## src/rtl/sata_mon_params.svh

```systemverilog
`ifndef SATA_MON_PARAMS_SVH
`define SATA_MON_PARAMS_SVH

// stream widths
`define SATA_HW_W           16
`define SATA_DW_W           32
`define SATA_K_HW_W         2
`define SATA_K_DW_W         4

// primitives as received, K28.x lead byte in the low lane
`define SATA_PRIM_ALIGN     32'h7B4A4ABC
`define SATA_PRIM_SOF       32'h3737B57C
`define SATA_PRIM_EOF       32'hD5D5B57C
`define SATA_PRIM_CONT      32'h9999AA7C
`define SATA_PRIM_HOLD      32'hD5D5AA7C
`define SATA_PRIM_HOLDA     32'h9595AA7C
`define SATA_PRIM_WTRM      32'h5858B57C

`define SATA_CNT_W          12

// register map
`define SATA_AXI_ADDR_W     4
`define SATA_REG_STAT       4'h0
`define SATA_REG_LINK       4'h4
`define SATA_RESP_OKAY      2'b00
`define SATA_RESP_SLVERR    2'b10

`endif

```

## src/rtl/sata_mon_pkg.sv

```systemverilog
`include "sata_mon_params.svh"

package sata_mon_pkg;

    typedef struct packed {
        logic [`SATA_HW_W-1:0]   data;
        logic [`SATA_K_HW_W-1:0] charisk;
    } halfword_t;

    // primitive layout, lead K character in byte 0
    typedef struct packed {
        logic [2:0][7:0] ctrl;
        logic [7:0]      kchar;
    } prim_view_t;

    typedef union packed {
        logic [`SATA_DW_W-1:0] raw;
        prim_view_t            prim;
    } dword_u;

    typedef struct packed {
        logic                    valid;
        dword_u                  word;
        logic [`SATA_K_DW_W-1:0] charisk;
    } dword_beat_t;

    typedef enum logic [3:0] {
        KIND_ALIGN,
        KIND_SOF,
        KIND_EOF,
        KIND_CONT,
        KIND_HOLD,
        KIND_HOLDA,
        KIND_WTRM,
        KIND_DATA,
        KIND_OTHER
    } prim_kind_e;

    typedef struct packed {
        logic       valid;
        prim_kind_e kind;
    } class_beat_t;

    typedef struct packed {
        logic [3:0]             prims;  // {cont, hold, holda, wtrm}
        logic [`SATA_CNT_W-1:0] count;
    } frame_stat_t;

    typedef struct packed {
        logic                        arvalid;
        logic [`SATA_AXI_ADDR_W-1:0] araddr;
    } axil_rd_req_t;

    typedef struct packed {
        logic                  rvalid;
        logic [`SATA_DW_W-1:0] rdata;
        logic [1:0]            rresp;
    } axil_rd_rsp_t;

endpackage

```

## src/rtl/sata_frame_monitor.sv

```systemverilog
`timescale 1ns/1ps
`include "sata_mon_params.svh"

module sata_frame_monitor (
    input  logic                      gtrefclk,
    input  logic                      rst_n,
    input  sata_mon_pkg::class_beat_t cls,
    input  logic                      dword_aligned,
    output sata_mon_pkg::frame_stat_t last_stat,
    output logic                      in_frame
);

    logic [`SATA_CNT_W-1:0] data_cnt;
    logic [3:0]             prims;      // sticky {cont, hold, holda, wtrm}
    logic                   aligned_d;
    logic                   lost;
    logic                   is_sof;
    logic                   is_eof;
    logic                   is_data;
    logic [3:0]             prim_hit;

    assign is_sof  = cls.valid && (cls.kind == sata_mon_pkg::KIND_SOF);
    assign is_eof  = cls.valid && (cls.kind == sata_mon_pkg::KIND_EOF);
    assign is_data = cls.valid && (cls.kind == sata_mon_pkg::KIND_DATA);
    assign prim_hit = {4{cls.valid}} & {cls.kind == sata_mon_pkg::KIND_CONT,
                                        cls.kind == sata_mon_pkg::KIND_HOLD,
                                        cls.kind == sata_mon_pkg::KIND_HOLDA,
                                        cls.kind == sata_mon_pkg::KIND_WTRM};
    assign lost = aligned_d && !dword_aligned;  // falling edge only

    always_ff @(posedge gtrefclk) begin
        if (!rst_n) begin
            in_frame  <= 1'b0;
            data_cnt  <= '0;
            prims     <= '0;
            aligned_d <= 1'b0;
            last_stat <= '0;
        end else begin
            aligned_d <= dword_aligned;

            if (!dword_aligned || is_eof) begin
                in_frame <= 1'b0;
            end else if (is_sof) begin
                in_frame <= 1'b1;
            end

            if (!dword_aligned || is_sof) begin
                data_cnt <= '0;
                prims    <= '0;
            end else if (in_frame) begin
                if (is_data && data_cnt != {`SATA_CNT_W{1'b1}}) begin
                    data_cnt <= data_cnt + 1'b1;   // saturates
                end
                prims <= prims | prim_hit;
            end

            if (is_sof || lost) begin
                last_stat <= '{prims: prims, count: data_cnt};  // previous frame
            end
        end
    end

endmodule

```

## src/rtl/sata_prim_decoder.sv

```systemverilog
`timescale 1ns/1ps
`include "sata_mon_params.svh"

module sata_prim_decoder (
    input  logic                      gtrefclk,
    input  logic                      rst_n,
    input  sata_mon_pkg::dword_beat_t beat,
    output sata_mon_pkg::class_beat_t cls
);

    sata_mon_pkg::prim_kind_e kind;
    sata_mon_pkg::prim_kind_e kind_r;
    logic                     lead_k;
    logic                     cls_vld;

    // K28.5 for ALIGNp, K28.3 for the rest
    assign lead_k = (beat.word.prim.kchar == 8'hBC) || (beat.word.prim.kchar == 8'h7C);

    always_comb begin
        kind = sata_mon_pkg::KIND_OTHER;
        if (beat.charisk == 4'b0000) begin
            kind = sata_mon_pkg::KIND_DATA;
        end else if (beat.charisk == 4'b0001 && lead_k) begin
            case (beat.word.raw)
                `SATA_PRIM_ALIGN: kind = sata_mon_pkg::KIND_ALIGN;
                `SATA_PRIM_SOF:   kind = sata_mon_pkg::KIND_SOF;
                `SATA_PRIM_EOF:   kind = sata_mon_pkg::KIND_EOF;
                `SATA_PRIM_CONT:  kind = sata_mon_pkg::KIND_CONT;
                `SATA_PRIM_HOLD:  kind = sata_mon_pkg::KIND_HOLD;
                `SATA_PRIM_HOLDA: kind = sata_mon_pkg::KIND_HOLDA;
                `SATA_PRIM_WTRM:  kind = sata_mon_pkg::KIND_WTRM;
                default:          kind = sata_mon_pkg::KIND_OTHER;
            endcase
        end
    end

    always_ff @(posedge gtrefclk) begin
        if (!rst_n) begin
            cls_vld <= 1'b0;
        end else begin
            cls_vld <= beat.valid;
        end
    end

    always_ff @(posedge gtrefclk) begin
        kind_r <= kind;
    end

    assign cls = '{valid: cls_vld, kind: kind_r};

endmodule

```

## src/rtl/sata_rx_monitor.sv

```systemverilog
`timescale 1ns/1ps

module sata_rx_monitor (
    input  logic                       gtrefclk,
    input  logic                       rst_n,
    input  sata_mon_pkg::halfword_t    rx_hw,
    input  logic                       link_aligned,
    input  sata_mon_pkg::axil_rd_req_t rd_req,
    output logic                       arready,
    output sata_mon_pkg::axil_rd_rsp_t rd_rsp,
    input  logic                       rready
);

    sata_mon_pkg::dword_beat_t beat;
    sata_mon_pkg::class_beat_t cls;
    sata_mon_pkg::frame_stat_t last_stat;
    logic                      dword_aligned;
    logic                      in_frame;

    sata_word_assembler i_sata_word_assembler (
        .gtrefclk      (gtrefclk),
        .rst_n         (rst_n),
        .rx_hw         (rx_hw),
        .link_aligned  (link_aligned),
        .beat          (beat),
        .dword_aligned (dword_aligned)
    );

    sata_prim_decoder i_sata_prim_decoder (
        .gtrefclk (gtrefclk),
        .rst_n    (rst_n),
        .beat     (beat),
        .cls      (cls)
    );

    sata_frame_monitor i_sata_frame_monitor (
        .gtrefclk      (gtrefclk),
        .rst_n         (rst_n),
        .cls           (cls),
        .dword_aligned (dword_aligned),
        .last_stat     (last_stat),
        .in_frame      (in_frame)
    );

    sata_stat_regs i_sata_stat_regs (
        .gtrefclk      (gtrefclk),
        .rst_n         (rst_n),
        .rd_req        (rd_req),
        .arready       (arready),
        .rd_rsp        (rd_rsp),
        .rready        (rready),
        .last_stat     (last_stat),
        .in_frame      (in_frame),
        .dword_aligned (dword_aligned)
    );

endmodule

```

## src/rtl/sata_stat_regs.sv

```systemverilog
`timescale 1ns/1ps
`include "sata_mon_params.svh"

module sata_stat_regs (
    input  logic                       gtrefclk,
    input  logic                       rst_n,
    input  sata_mon_pkg::axil_rd_req_t rd_req,
    output logic                       arready,
    output sata_mon_pkg::axil_rd_rsp_t rd_rsp,
    input  logic                       rready,
    input  sata_mon_pkg::frame_stat_t  last_stat,
    input  logic                       in_frame,
    input  logic                       dword_aligned
);

    localparam int STAT_W = $bits(sata_mon_pkg::frame_stat_t);

    logic                  rvalid_r;
    logic [`SATA_DW_W-1:0] rdata_r;
    logic [1:0]            rresp_r;
    logic [`SATA_DW_W-1:0] rd_data;
    logic [1:0]            rd_resp;
    logic                  ar_hs;

    assign arready = !rvalid_r;          // one read outstanding
    assign ar_hs   = rd_req.arvalid && arready;

    always_comb begin
        rd_data = '0;
        rd_resp = `SATA_RESP_OKAY;
        case (rd_req.araddr)
            `SATA_REG_STAT: begin
                rd_data = {{(`SATA_DW_W-STAT_W){1'b0}}, last_stat};
            end
            `SATA_REG_LINK: begin
                rd_data = {{(`SATA_DW_W-2){1'b0}}, in_frame, dword_aligned};
            end
            default: begin
                rd_resp = `SATA_RESP_SLVERR;  // unmapped offset
            end
        endcase
    end

    always_ff @(posedge gtrefclk) begin
        if (!rst_n) begin
            rvalid_r <= 1'b0;
        end else if (ar_hs) begin
            rvalid_r <= 1'b1;
        end else if (rready) begin
            rvalid_r <= 1'b0;
        end
    end

    // data held until the master takes it
    always_ff @(posedge gtrefclk) begin
        if (ar_hs) begin
            rdata_r <= rd_data;
            rresp_r <= rd_resp;
        end
    end

    assign rd_rsp = '{rvalid: rvalid_r, rdata: rdata_r, rresp: rresp_r};

endmodule

```

## src/rtl/sata_word_assembler.sv

```systemverilog
`timescale 1ns/1ps
`include "sata_mon_params.svh"

module sata_word_assembler (
    input  logic                      gtrefclk,
    input  logic                      rst_n,
    input  sata_mon_pkg::halfword_t   rx_hw,
    input  logic                      link_aligned,
    output sata_mon_pkg::dword_beat_t beat,
    output logic                      dword_aligned
);

    sata_mon_pkg::halfword_t prev_hw;   // low half of the pending pair
    sata_mon_pkg::dword_u    cand;
    logic [`SATA_K_DW_W-1:0] cand_k;
    logic                    hi_phase;  // rx_hw is the upper half
    logic                    align_hit;
    logic                    beat_vld;
    sata_mon_pkg::dword_u    beat_word;
    logic [`SATA_K_DW_W-1:0] beat_k;

    always_comb begin
        cand.raw = {rx_hw.data, prev_hw.data};
        cand_k   = {rx_hw.charisk, prev_hw.charisk};
    end

    // search only while the pairing is unknown
    assign align_hit = link_aligned && !dword_aligned &&
                       (cand.raw == `SATA_PRIM_ALIGN) && (cand_k == 4'b0001);

    always_ff @(posedge gtrefclk) begin
        if (!rst_n) begin
            dword_aligned <= 1'b0;
            hi_phase      <= 1'b1;
            beat_vld      <= 1'b0;
        end else begin
            if (!link_aligned) begin
                dword_aligned <= 1'b0;
            end else if (align_hit) begin
                dword_aligned <= 1'b1;
            end

            if (!dword_aligned && !align_hit) begin
                hi_phase <= 1'b1;           // every halfword may close a pair
            end else begin
                hi_phase <= !hi_phase;
            end

            beat_vld <= align_hit || (dword_aligned && hi_phase);
        end
    end

    always_ff @(posedge gtrefclk) begin
        prev_hw   <= rx_hw;
        beat_word <= cand;
        beat_k    <= cand_k;
    end

    assign beat = '{valid: beat_vld, word: beat_word, charisk: beat_k};

endmodule

```

## config.mk

```make
export PLATFORM = sky130hd
export DESIGN_NAME = sata_rx_monitor
export DESIGN_NICKNAME = d
export VERILOG_FILES = /design/src/rtl/sata_mon_pkg.sv /design/src/rtl/sata_frame_monitor.sv /design/src/rtl/sata_prim_decoder.sv /design/src/rtl/sata_rx_monitor.sv /design/src/rtl/sata_stat_regs.sv /design/src/rtl/sata_word_assembler.sv
export VERILOG_INCLUDE_DIRS = /design/src /design/src/rtl
export SDC_FILE = /design/constraint.sdc
export NUM_CORES = 1
export LEC_CHECK = 0
export ABC_AREA = 1
export BUFFER_PORTS_ARGS = -buffer_cell sky130_fd_sc_hd__buf_2
export CORE_ASPECT_RATIO = 0.5
export CORE_MARGIN = 2
export CORE_UTILIZATION = 30
export DETAILED_ROUTE_END_ITERATION = 7
export GPL_ROUTABILITY_DRIVEN = 1
export PLACE_DENSITY = 0.5
export SYNTH_ARGS = -nofsm -noshare
export SYNTH_HDL_FRONTEND = slang
export SYNTH_SLANG_ARGS = --single-unit
```

## constraint.sdc

```tcl
create_clock -name gtrefclk -period 1.6 [get_ports gtrefclk]
set_input_delay 0.32 -clock gtrefclk [delete_from_list [all_inputs] [get_ports gtrefclk]]
set_output_delay 0.32 -clock gtrefclk [all_outputs]
set_load 0.02 [all_outputs]
```

# After elaboration in Yosys (flattened, before gate mapping)
# Cells that the tools add are included.
dict set report word_totals {
  word_cells 79
  register_bits 131
}
dict set report classes {
  n_mux 6
  eq_ne 21
  add_sub_neg 1
  n_reduce_logical 30
  bitwise 3
}
# op count
set op_table {}
lappend op_table {{$eq 32x32->1 const B} 4}
lappend op_table {{$eq 32x31->1 const B} 3}
lappend op_table {{$eq 32x30->1 const B} 1}
lappend op_table {{$pmux 16 s2} 1}
lappend op_table {{$pmux 4 s7} 1}
lappend op_table {{$eq 4x3->1 const B} 5}
lappend op_table {{$add 12x1->12 const B} 1}
lappend op_table {{$eq 4x1->1 const B} 3}
lappend op_table {{$logic_and 1x1->1} 12}
lappend op_table {{$ne 12x12->1 const B} 1}
lappend op_table {{$eq 4x2->1 const B} 2}
lappend op_table {{$eq 8x7->1 const B} 1}
lappend op_table {{$eq 8x8->1 const B} 1}
lappend op_table {{$logic_not 4->1} 2}
lappend op_table {{$reduce_or 2->1} 4}
lappend op_table {{$logic_or 1x1->1} 5}
lappend op_table {{$and 4x4->4} 1}
lappend op_table {{$logic_not 1->1} 4}
lappend op_table {{$mux 4} 1}
lappend op_table {{$or 4x4->4} 1}
lappend op_table {{$reduce_and 2->1} 2}
lappend op_table {{$mux 1} 2}
lappend op_table {{$mux 2} 1}
lappend op_table {{$reduce_bool 2->1} 1}
lappend op_table {{$not 1->1} 1}

# Depth between registers and ports, before layout
# Gate-level depths: netlist (run 1).
dict set report logic_depth {
  ltp_word 7
  mapped_depth 12
  depth_no_buf 12
}

# Cells and area by module
# From an unflattened synthesis (run 1), not the netlist that was laid out.
dict set report unflattened {
  cells_unflattened 571
  area_unflattened_um2 4329.2
}
# module cells_each seq_area_each_um2 instances area_per_inst_um2
set by_module_without_submodules {}
lappend by_module_without_submodules {sata_frame_monitor 208 680.7 1 1463.9}
lappend by_module_without_submodules {sata_word_assembler 97 780.7 1 1017.2}
lappend by_module_without_submodules {sata_stat_regs 84 530.5 1 969.7}
lappend by_module_without_submodules {sata_prim_decoder 182 100.1 1 878.3}

# Least setup slack after synthesis (run 1)
# OpenSTA, ideal clock, no wires.
dict set report synth_path {
  kind {reg-to-reg}
  from {register i_sata_frame_monitor.data_cnt[0]}
  to {register i_sata_frame_monitor.data_cnt[4]}
  setup_slack_ps 250
  stages_incl_launch_ff 11
  arrival_time_ps 1228
  period_less_slack_ps 1350
  path_buffers 1
  setup_time_ps 122
  required_ps 1478
  cell_sequence {dfxtp_1 -> ha_1 -> nand2_1 -> inv_1 -> nand2_2 -> clkinv_2 -> nand3_2 -> nand2_2 -> buf_6 -> nor3_1 -> nor3b_2}
}
dict set report synth_between {
  elab_chain_len 3
  word_cells_on_any_way 4
}
# item line_no
set synth_rtl {}
lappend synth_rtl {{start: declaration} sata_frame_monitor.sv:13} ;# logic [`SATA_CNT_W-1:0] data_cnt;
lappend synth_rtl {{start signal: assignment} sata_frame_monitor.sv:52} ;# data_cnt <= data_cnt + 1'b1;
lappend synth_rtl {{parallel branches: the longest is 3 deep, another holds $add 12x1->12} --}
# Parallel ways; which one is timed is not known.
# A chain may end at the register's enable or synchronous reset.

==> metrics.md, run 1 <==
| Metric | Value |
|---|---|
| Layout cells sized above 1 | 0.166 |
| Rel. slew slack | 0.617 |
| Port bufs | 45 |
| Vias in the first global route | slightly below 3000 |
| Syn Area/Cell | around 7.7 µm² |
| Syn Inst Count | about 530 |
| Register-to-Register Path Depth | 8 |
| Total power draw | between 5000 and 6000 µW |
| Distinct cell type count after synthesis | 37 |
| Worst path slowest cell | dfxtp_1 |
| Final setup fails | 0 |
| Gpl congestion | between 0.8 and 0.9 |
| Max stage delay on crit path | about 430 ps |
| Crit-path cells | inv_1 > nor2_1 > inv_1 > nor4_1 > nand3_1 > nand3_1 > nand2_1 > nand2_1 |
| Critical Setup Path Class | reg2reg |
| WP data required | between 1500 and 2000 ps |
| Final clock period utilization by the worst path | 0.938 |
| RSZ-0062 raised after global routing | false |
| Clock sink count | 96 |
| DR DRC count | 0 |
| Routed vias | 3185 |
| # H-tree levels | 3 |
| Sequential share of the synthesized area | 0.513 |
| Max-slew violation count | 0 |
| Nets | 612 |
| EDFF count, synth | 17 |
| DRT antenna net count | 0 |
| Tmin final | approximately 1500 ps |
| Largest cells by area after synthesis | dfxtp_1 (39%), edfxtp_1 (13%), nand2_1 (10%), inv_1 (8.0%), nor2_1 (7.6%) |
| Final Hold Fails | 0 |
| Final wirelength | a little under 9000 µm |
| Clock Latency Late Sink | about 350 ps |
| Row count | 30 |
| Full die area | approximately 15000 µm² |
| Vias per cell | roughly 4.2 |
| Commonest cells post-synth | nand2_1 (109), inv_1 (87), nor2_1 (83), dfxtp_1 (79), a21oi_1 (29) |
| Initial antenna violation count | 0 |
| Total CTS buffers | 9 |
| Hold depth | 1 |
| CTS tree | done |
| First-pass DRT Iterations | 4 |
| Top cell type by total area after synthesis | dfxtp_1 |
| Synth warnings | 0 |
| Core area | between 10000 and 15000 µm² |
| Max-Cap Viols | 0 |
| Largest net degree at the start of global routing | 27 |
| Post-detail-place hpwl | 6610 µm |
| Status | complete, no violations |
| Grt total ovfl | 0 |
| Setup crit start kind | register |
| Inserted Diodes | 0 |
| Width of the die | around 170 µm |
| DR WL/cell | ~11 µm |
| Crit end category | register |
| Die height | between 80 and 90 µm |
| Io pins | between 60 and 70 |
| R2R Setup Slk | ~100 ps |
| Worst-path maximum fanout | 4 |
| Max VDD drop | approximately 0.44 mV |
| Pwr dens | 1070 nW/µm² |
| Area grow syn2layout | 17.3% |
| Worst R2R End | i_sata_prim_decoder.kind_r[0]$_SDFF_PN1_ |
| DRT iter0 DRCs | 158 |
| Hold path endpoint | i_sata_word_assembler.cand[5]$_DFF_P_ |
| Initial core utilization | 0.304 |
| Clock-pin slew on the worst setup and hold paths | about 70 ps |
| Cell area after synthesis | 4080 µm² |
| Clock Path Buffers | 2 |
| R2R Path Start | i_sata_word_assembler.cand[2]$_DFF_P_ |
| Asr flop ratio synth | 0 |
| Flops & latches, synth | between 90 and 100 |
| Most common cell in the netlist | nand2_1 |
| Root Driver | clkbuf_16 |
| Hold slack | around 85 ps |
| Dpl cells | roughly 750 |
| Min-delay worst type | in2reg |
| Non-Filler Instances | around 770 |
| Clock Skews | 11.5 ps |
| Crit path arrival time | ~1800 ps |
| Fmax achieved | about 670 MHz |
| Worst slew pin tran | about 570 ps |
| First-pass GRT wire length | ~15000 µm |
| # fillers | about 1500 |
| Hold Startpoint | rx_hw[7] |
| Top_reg_cell synth | dfxtp_1 |
| Static Leak | between 0.002 and 0.0025 µW |
| Synth top area share | 0.388 |
| Gr usage total | 0.129 |
-- area by class of cell --
cell class / count / area, µm² / area share
Multi-Input combinational cell: 332 / 1530 / 0.319
Sequential cell: 96 / 2100 / 0.438
Inverter: 94 / 357 / 0.0745
Tap cell: 176 / 220 / 0.0460
Timing Repair Buffer: 51 / 270 / 0.0565
Clock inverter: 7 / 88.8 / 0.0186
Clock buffer: 9 / 225 / 0.0471
-- worst max-delay path: cells and delay by family, from the launching register on --
kind	cells	cell delay, ps
flip-flops	1	430
buffers and inverters	2	190
AND/OR/NAND/NOR	6	830
-- layer usage --
metal	vias to the layer above	GRT usage	routed length (µm)	part of all wire
li1	1719	-	-	-
met1	1377	0.173	4470	0.51
met2	78	0.205	3700	0.42
met3	11	0.0365	436	0.050
met4	0	0.0337	106	0.012
met5	-	0	0	0
-- sequential cells by signal (all words and copies together) (netlist names), 3 cells and up --
name / cells
i_sata_prim_decoder.kind_r: 4
i_sata_frame_monitor.prims: 4
i_sata_word_assembler.beat_word: 17
i_sata_frame_monitor.last_stat: 16
i_sata_frame_monitor.data_cnt: 12
i_sata_stat_regs.rdata_r: 16
i_sata_word_assembler.beat_k: 3
i_sata_word_assembler.cand: 15
-- power breakdown --
group          leakage (µW)  switching, µW  internal [µW]  total, µW
registers          0.000819           52.7           2530       2580
logic               0.00108            187           81.4        269
clock network      0.000155           1010           1250       2260
-- metrics by stage --
stage	utilization	cell area [µm²]	worst slack, ps	setup TNS, ps
2_1_floorplan	-	4140	250	0
3_3_place_gp	0.332	4440	-199	-501
3_5_place_dp	0.332	4440	-194	-488
4_1_cts	0.355	4760	13.3	0
5_1_grt	0.357	4780	14.9	0
6_report	0.357	4780	98.7	0
-- worst max path at each step --
| stage | start | end | slack (ps) |
|---|---|---|---|
| finish | i_sata_word_assembler.cand[2]$_DFF_P_ | i_sata_prim_decoder.kind_r[0]$_SDFF_PN1_ | 100 |
| CTS | i_sata_frame_monitor.data_cnt[0]$_SDFFE_PP0P_ | i_sata_frame_monitor.data_cnt[11]$_SDFFE_PP0P_ | 10 |
| global placement | rx_hw[1] | i_sata_word_assembler.hi_phase$_SDFF_PP1_ | -200 |
| detailed placement | rx_hw[1] | i_sata_word_assembler.hi_phase$_SDFF_PP1_ | -190 |
| global route | i_sata_word_assembler.beat_word[3]$_DFF_P_ | i_sata_prim_decoder.kind_r[3]$_SDFF_PN0_ | 10 |
| floorplan | i_sata_frame_monitor.data_cnt[0]$_SDFFE_PP0P_ | i_sata_frame_monitor.data_cnt[4]$_SDFFE_PP0P_ | 250 |
-- layout by cell type, fill, tap and decap left out, types with 4 or more instances in the layout --
cell type,count
nor2_1,82
conb_1,17
inv_2,5
edfxtp_1,17
nor2_2,5
nand3_1,18
a21oi_1,29
nand2_2,6
inv_1,87
dfxtp_1,76
nor3_1,9
nand2_1,109
o21ai_1,4
o21ai_0,19
buf_4,6
buf_2,45
nand4_1,10
clkbuf_16,9
-- what timing repair did --
action | CTS | global route
setup endpoints to repair | 0 | 13
endpoints found under the hold margin | 0 | 0
hold buffers | 0 | 0
resized for setup | 0 | 8
buffers inserted | 0 | 1
-- cell families after synthesis --
kind of cell,after synthesis,synth area share
AND/OR/NAND/NOR,255,0.276
buffers and inverters,119,0.130
flip-flops,96,0.513
AO/OA/AOI/OAI,57,0.0721
XOR/XNOR,2,0.00430
adder cells (fa/ha/maj),1,0.00307
other,1,0.000919
(Power assumes the default switching activity.)
==> run 2: changes to the inputs <==
--- a/config.mk
+++ b/config.mk
@@ -7,7 +7,7 @@
 export NUM_CORES = 1
 export LEC_CHECK = 0
 export ABC_AREA = 1
-export BUFFER_PORTS_ARGS = -buffer_cell sky130_fd_sc_hd__buf_2
+export BUFFER_PORTS_ARGS = -buffer_cell sky130_fd_sc_hd__clkbuf_2
 export CORE_ASPECT_RATIO = 0.5
 export CORE_MARGIN = 2
 export CORE_UTILIZATION = 30
==> run 2 against run 1 <==
Non-clock buffer count rose by 5. Cell count rose by 0.78%. Worst setup slack improved by 48 ps. Register-to-register slack improved by 50 ps. Combinational power barely moved. Die area did not move. Clock skew fell by 3.3 ps. Clock-buffer cell count rose by 2. Clock power barely moved. Sequential power barely moved.
==> metrics.md, run 2 (same netlist as run 1, synthesis figures left out) <==
| Metric | Value |
|---|---|
| Max-Cap Viols | 0 (unchanged) |
| Dpl cells | 752 (+0.53%) |
| Flop pwr share | 0.505 (about the same) |
| Min-delay worst type | in2reg |
| Final Hold Fails | 0 (unchanged) |
| Tmin final | 1450 ps (-48.4 ps) |
| Worst-path maximum fanout | 6 (+2) |
| Port bufs | 45 (unchanged) |
| # fillers | 1440 (-0.96%) |
| Hold Startpoint | rx_hw[7] |
| Vias in the first global route | 3008 (+0.94%) |
| Initial antenna violation count | 0 (unchanged) |
| Final clock period utilization by the worst path | 0.908 (-0.0302) |
| Register Area | 2100 µm² (unchanged) |
| Clk pwr share | 0.442 (about the same) |
| Width of the die | 169 µm (unchanged) |
| Gr usage total | 0.128 (-0.000424) |
| Io pins | 63 (unchanged) |
| DR WL/cell | 11.3 µm (-0.85%) |
| Static Leak | 0.00207 µW (+1.1%) |
| Clock Skews | 8.27 ps (-3.27 ps) |
| Clock-pin slew on the worst setup and hold paths | 60 ps (about the same) |
| Commonest non-fill, non-tap cell in the layout | nand2_1 |
| Multi-input gate area | 1540 µm² (+0.90%) |
| Pwr dens | 1050 nW/µm² (-1.2%) |
| Worst path slowest cell | dfxtp_2 |
| Switching portion of total power | 0.221 (-0.0234) |
| Switching power of the nets | 1130 µW (-9.4%) |
| Clock Path Buffers | 2 (unchanged) |
| Inserted Diodes | 0 (unchanged) |
| Initial core utilization | 0.304 (unchanged) |
| Crit-path cells | ha_2 > nand2_1 > inv_1 > nand2_2 > clkinv_2 > nand3_2 > nand2_4 > inv_6 > buf_4 > nand2_1 > a21oi_1 |
| Clock sink count | 96 (unchanged) |
| DRT iter0 DRCs | 148 (-6.3%) |
| Area grow syn2layout | 18.9% |
| Most frequent cells in the layout | nand2_1 (109), inv_1 (87), nor2_1 (78) |
| Int Pwr | 3990 µW (+3.3%) |
| Root Driver | clkbuf_16 |
| Largest registers | i_sata_word_assembler.beat_word (17), i_sata_frame_monitor.last_stat (16), i_sata_stat_regs.rdata_r (16) |
| Total CTS buffers | 9 (unchanged) |
| Crit path arrival time | 1680 ps (-110 ps) |
| Largest Register | i_sata_word_assembler.beat_word |
| Post-CTS Hold Fix Bufs | 0 (unchanged) |
| First-pass DRT Iterations | 4 (unchanged) |
| Crit end category | register |
| DR DRC count | 0 (unchanged) |
| Max VDD drop | 0.364 mV (-18%) |
| Buf+Inv Stages, Crit Path | 4 (+2) |
| Status | complete, no violations |
| Nets | 618 (+0.98%) |
| First-pass GRT wire length | 14500 µm (-0.62%) |
| Total power draw | 5120 µW (+0.19%) |
| Setup crit start kind | register |
| # H-tree levels | 3 (unchanged) |
| RSZ-0062 raised after global routing | false |
| Max-slew violation count | 0 (unchanged) |
| Non-Filler Instances | 771 (+0.78%) |
| Sum of negative setup slack | 0 ps (unchanged) |
| Full die area | 14600 µm² (unchanged) |
| Row count | 30 (unchanged) |
| Routed vias | 3171 (-0.44%) |
| Max stage delay on crit path | 350 ps (-80 ps) |
| Final wirelength | 8710 µm (about the same) |
| R2R Path Start | i_sata_frame_monitor.data_cnt[0]$_SDFFE_PP0P_ |
| Clock Latency Late Sink | 340 ps (about the same) |
| Gpl congestion | 0.840 (-2.0%) |
| DRT antenna net count | 0 (unchanged) |
| Largest net degree at the start of global routing | 27 (unchanged) |
| Worst path top cell family by delay | simple AND/OR/NAND/NOR gates |
| Core area | 13400 µm² (unchanged) |
| Comb pwr share | 0.053 (about the same) |
| Cell mode on critical path | nand2_1 |
| Grt total ovfl | 0 (unchanged) |
| Max FFs per register | 17 (unchanged) |
| Vias per cell | 4.11 (-1.2%) |
| Die height | 86.5 µm (unchanged) |
| WP data required | 1820 ps (-60 ps) |
| Critical Setup Path Class | reg2reg |
| Critical Path Start | i_sata_frame_monitor.data_cnt[0]$_SDFFE_PP0P_ |
| Final setup fails | 0 (unchanged) |
| Post-detail-place hpwl | 6640 µm (+0.38%) |
| Fmax achieved | 688 MHz (+3.3%) |
| CTS tree | done |
| Layout cells sized above 1 | 0.178 (+0.0118) |
## run 2: final cells by class
cell class | count | share of cell area
sequential | 96 | 0.432
multi-input combinational | 333 | 0.318
inverter | 94 | 0.0740
timing repair buffer | 56 | 0.0660
clock buffer | 11 | 0.0480
tap | 176 | 0.0454
clock inverter | 5 | 0.0168
## run 2: repair_timing
action                                 CTS  global route
setup buffers                            0             2
setup endpoints to repair                0             9
gates resized for setup                  0            13
endpoints found under the hold margin    0             0
## run 2: power groups by stage
| stage | registers, µW | logic, µW | clock network (µW) |
|---|---|---|---|
| 3_5_place_dp | 2640 | 273 | 0 |
| 5_1_grt | 2590 | 306 | 2430 |
| 4_1_cts | 2580 | 274 | 2330 |
| 6_report | 2580 | 271 | 2260 |
| 2_1_floorplan | 2650 | 182 | 0 |
| 3_3_place_gp | 2640 | 273 | 0 |
## run 2: through the flow
step                setup WS, ps  cell area, µm²  utilization  hold WS, ps
global route                4.58            4850        0.362         75.9
floorplan                    250            4140            -          331
CTS                         33.0            4800        0.358         73.1
global placement            -166            4490        0.335          360
detailed placement          -185            4490        0.335          357
finish                       147            4850        0.362         85.3
## run 2: per-layer routing
layer | track usage | part of all wire
met1 | 0.167 | 0.50
met2 | 0.205 | 0.43
met3 | 0.0333 | 0.051
met4 | 0.0541 | 0.019
met5 | 0 | 0
## run 2: path summary, 6_finish.rpt
path / to / slack, ps / cells after the start
worst max-delay path: i_sata_frame_monitor.data_cnt[10]$_SDFFE_PP0P_ / 150 / 11
worst min-delay path: i_sata_word_assembler.cand[5]$_DFF_P_ / 90 / 1
worst max register to register: i_sata_frame_monitor.data_cnt[10]$_SDFFE_PP0P_ / 150 / 11
worst min register to register: i_sata_word_assembler.beat_k[0]$_DFF_P_ / 360 / 0
==> run 3: changes to the inputs <==
--- a/config.mk
+++ b/config.mk
@@ -13,7 +13,8 @@
 export CORE_UTILIZATION = 30
 export DETAILED_ROUTE_END_ITERATION = 7
 export GPL_ROUTABILITY_DRIVEN = 1
-export PLACE_DENSITY = 0.5
+export PLACE_DENSITY = 0.49
 export SYNTH_ARGS = -nofsm -noshare
 export SYNTH_HDL_FRONTEND = slang
+export SYNTH_HIERARCHICAL = 1
 export SYNTH_SLANG_ARGS = --single-unit
==> run 3 against run 2 <==
Die area rose by 5.9%. Synthesized area up 6.1%. Sequential power about the same. Cell area up 5.3%. Sequential share of layout area fell by 2.2 points. Global-route usage fell by 0.21 points. Flip-flop and latch count is the same. Worst setup slack improved by 11 ps. Combinational power grew 3%. Maximum frequency rose by 0.73%. Critical path type unchanged. Largest cell class unchanged. Highest routed layer unchanged.
==> metrics.md, run 3 <==
| Metric | Value |
|---|---|
| Tmin final | 1440 ps (-10.6 ps) |
| Flops & latches, synth | 96 (unchanged) |
| Clock sink count | 96 (unchanged) |
| Syn Area/Cell | 7.58 µm² (-1.3%) |
| Critical Setup Path Class | reg2reg |
| First-pass GRT wire length | 15400 µm (+6.6%) |
| Worst-path maximum fanout | 7 (+1) |
| Min-delay worst type | in2reg |
| Pre-CTS worst setup slack | 138 ps (+323 ps) |
| Fmax achieved | 693 MHz (+0.73%) |
| Final clock period utilization by the worst path | 0.901 (-0.00662) |
| Largest registers | i_sata_word_assembler/beat_word (17), i_sata_frame_monitor/last_stat (16), i_sata_stat_regs/rdata_r (16) |
| Row count | 30 (unchanged) |
| Static Leak | 0.00229 µW (+10%) |
| Max FFs per register | 17 (unchanged) |
| Max-Cap Viols | 0 (unchanged) |
| R2R Path Start | i_sata_frame_monitor/data_cnt[1]$_SDFFE_PP0P_ |
| Status | complete, no violations |
| Most common cell in the netlist | nand2_1 |
| Syn Inst Count | 571 (+7.5%) |
| # H-tree levels | 3 (unchanged) |
| CTS tree | done |
| Setup crit start kind | register |
| Clock Skews | 7.49 ps (-0.777 ps) |
| Area grow syn2layout | 18.0% |
| Clock Path Buffers | 2 (unchanged) |
| DRT iter0 DRCs | 160 (+8.1%) |
| Max VDD drop | 0.429 mV (+18%) |
| Post-detail-place hpwl | 6810 µm (+2.5%) |
| Nets | 663 (+7.3%) |
| Top cell type by total area after synthesis | dfxtp_1 |
| Max stage delay on crit path | 360 ps (about the same) |
| Vias per cell | 4.10 (-0.41%) |
| DR DRC count | 0 (unchanged) |
| Hold depth | 1 (unchanged) |
| Largest net degree at the start of global routing | 23 (-15%) |
| Final Hold Fails | 0 (unchanged) |
| Most frequent cells in the layout | nand2_1 (125), nor2_1 (109), inv_1 (88) |
| Grt total ovfl | 0 (unchanged) |
| R2R Setup Slk | 160 ps (about the same) |
| Commonest non-fill, non-tap cell in the layout | nand2_1 |
| Worst path slowest cell | dfxtp_1 |
| Buf+Inv Stages, Crit Path | 1 (-3) |
| Crit path arrival time | 1680 ps (about the same) |
| Post-route design area | 5110 µm² (+5.3%) |
| Inserted Diodes | 0 (unchanged) |
| Crit-path cells | ha_2 > nand2_1 > nor2_2 > nand3_2 > nand2_4 > inv_1 > a21oi_1 > nor2_1 |
| Initial core utilization | 0.313 (+0.00902) |
| Die height | 88.9 µm (+2.9%) |
| Hold Startpoint | rx_hw[9] |
| Gpl congestion | 0.848 (+0.95%) |
| # fillers | 1513 (+5.1%) |
| Total CTS buffers | 9 (unchanged) |
| Post-CTS Hold Fix Bufs | 0 (unchanged) |
| Root Driver | clkbuf_16 |
| Distinct cell type count after synthesis | 35 (-5.4%) |
| Cell Area, Placed | 4780 µm² (+6.5%) |
| Max-slew violation count | 0 (unchanged) |
| Worst path top cell family by delay | simple AND/OR/NAND/NOR gates |
| Io pins | 63 (unchanged) |
| RSZ-0062 raised after global routing | false |
| Width of the die | 174 µm (+3.0%) |
| Layout cells sized above 1 | 0.188 (+0.00935) |
| Full die area | 15500 µm² (+5.9%) |
| Synth warnings | 6 (+6) |
| EDFF count, synth | 17 (unchanged) |
| Worst R2R End | i_sata_frame_monitor/data_cnt[9]$_SDFFE_PP0P_ |
| Routed vias | 3408 (+7.5%) |
| Sequential share of the synthesized area | 0.483 (-0.0296) |
| Asr flop ratio synth | 0 (unchanged) |
| Clock-pin slew on the worst setup and hold paths | 70 ps (about the same) |
| Final wirelength | 8860 µm (+1.8%) |
| Top_reg_cell synth | dfxtp_1 |
| Register-to-Register Path Depth | 8 (-3) |
| Gr usage total | 0.126 (-0.00208) |
| Commonest cells post-synth | nand2_1 (125), nor2_1 (111), inv_1 (88), dfxtp_1 (79), buf_4 (21) |
| Hold path endpoint | i_sata_word_assembler/cand[7]$_DFF_P_ |
| Initial antenna violation count | 0 (unchanged) |
| Synth top area share | 0.365 (-0.0224) |
| WP data required | 1840 ps (+20 ps) |
| First-pass DRT Iterations | 4 (unchanged) |
| Port bufs | 45 (unchanged) |
| Sum of negative setup slack | 0 ps (unchanged) |
| Final setup fails | 0 (unchanged) |
| Largest cells by area after synthesis | dfxtp_1 (37%), edfxtp_1 (12%), nand2_1 (11%), nor2_1 (9.6%), inv_1 (7.6%) |
| Core area | 13800 µm² (+3.1%) |
| Worst Setup Slack, final | 158 ps (+10.6 ps) |
| Vias in the first global route | 3302 (+9.8%) |
| Clock Latency Late Sink | 340 ps (about the same) |
| Crit end category | register |
| DRT antenna net count | 0 (unchanged) |
| Pwr dens | 996 nW/µm² (-5.6%) |
| Largest Register | i_sata_word_assembler/beat_word |
| Cell area after synthesis | 4330 µm² (+6.1%) |
| DR WL/cell | 10.6 µm (-5.7%) |
==> run 3: changes by cell type after synthesis, moves of 3 or more <==
cell,delta
o21bai_1,+4
nand4_1,+3
nor2_1,+28
a21oi_1,-15
nand2_4,+3
nor2_4,+10
nand2_1,+16
==> run 3: per-stage QoR <==
stage / hold WS (ps) / power (µW) / util / instances
final: 88.7 / 5090 / 0.370 / 832
after global routing: 72.4 / 5330 / 0.370 / 832
after CTS: 74.6 / 5170 / 0.368 / 830
after detailed placement: 365 / 2930 / 0.346 / 814
after global placement: 363 / 2930 / 0.346 / 814
after floorplan: 348 / 2850 / - / 587
==> run 3: per-layer routing <==
layer | global-route usage | vias up | wire length, µm
met3 | 0.0366 | 9 | 393
met2 | 0.217 | 69 | 4040
met5 | 0 | - | 0
met1 | 0.155 | 1481 | 4340
li1 | - | 1849 | -
met4 | 0.0435 | 0 | 84
==> run 3: power by group <==
| group | internal [µW] | total [µW] | switching [µW] |
|---|---|---|---|
| combinational | 87.6 | 280 | 192 |
| clock | 1260 | 2220 | 959 |
| sequential | 2530 | 2590 | 60.2 |
==> run 3: area by class of cell <==
cell class,count,area (µm²),area share
flip-flops and latches,96,2100,0.410
clock buffers,10,233,0.0455
well taps,192,240,0.0470
repair buffers,62,353,0.0690
inverters,93,349,0.0683
clock inverters,6,73.8,0.0144
multi-input cells,373,1770,0.345
==> run 3: worst reg2reg max path, cell delays in order, from the launching register on <==
cell and delay [ps]:
dfxtp_1 360, ha_2 210, nand2_1 80, nor2_2 110, nand3_2 150, nand2_4 160, inv_1 90, a21oi_1 140
nor2_1 50
==> run 3: logic make-up (layout without fill, tap and decap cells) <==
family | Yosys count | in the layout | synth area share
adder cells (fa/ha/maj) | 1 | 1 | 0.00289
AO/OA/AOI/OAI | 43 | 43 | 0.0546
AND/OR/NAND/NOR | 312 | 312 | 0.334
flip-flops | 96 | 96 | 0.483
other | 1 | 17 | 0.000866
buffers and inverters | 118 | 171 | 0.125
==> run 3: how the worst max path moves through the flow <==
stage                                                        startpoint  slack (ps)                                              to  cells after the start
after global routing      i_sata_frame_monitor/data_cnt[0]$_SDFFE_PP0P_           7   i_sata_frame_monitor/data_cnt[9]$_SDFFE_PP0P_                      8
after floorplan           i_sata_frame_monitor/data_cnt[0]$_SDFFE_PP0P_         280  i_sata_frame_monitor/data_cnt[11]$_SDFFE_PP0P_                      8
after detailed placement  i_sata_frame_monitor/data_cnt[0]$_SDFFE_PP0P_         140   i_sata_frame_monitor/data_cnt[9]$_SDFFE_PP0P_                      8
after CTS                 i_sata_frame_monitor/data_cnt[0]$_SDFFE_PP0P_         120   i_sata_frame_monitor/data_cnt[9]$_SDFFE_PP0P_                      8
after global placement         i_sata_prim_decoder/kind_r[0]$_SDFF_PN1_         200   i_sata_frame_monitor/data_cnt[2]$_SDFFE_PP0P_                      5
final                     i_sata_frame_monitor/data_cnt[1]$_SDFFE_PP0P_         160   i_sata_frame_monitor/data_cnt[9]$_SDFFE_PP0P_                      8
==> run 3: timing repair <==
action / in CTS / in global routing
setup buffers: 0 / 2
setup endpoints to repair: 0 / 9
gates resized for setup: 0 / 6
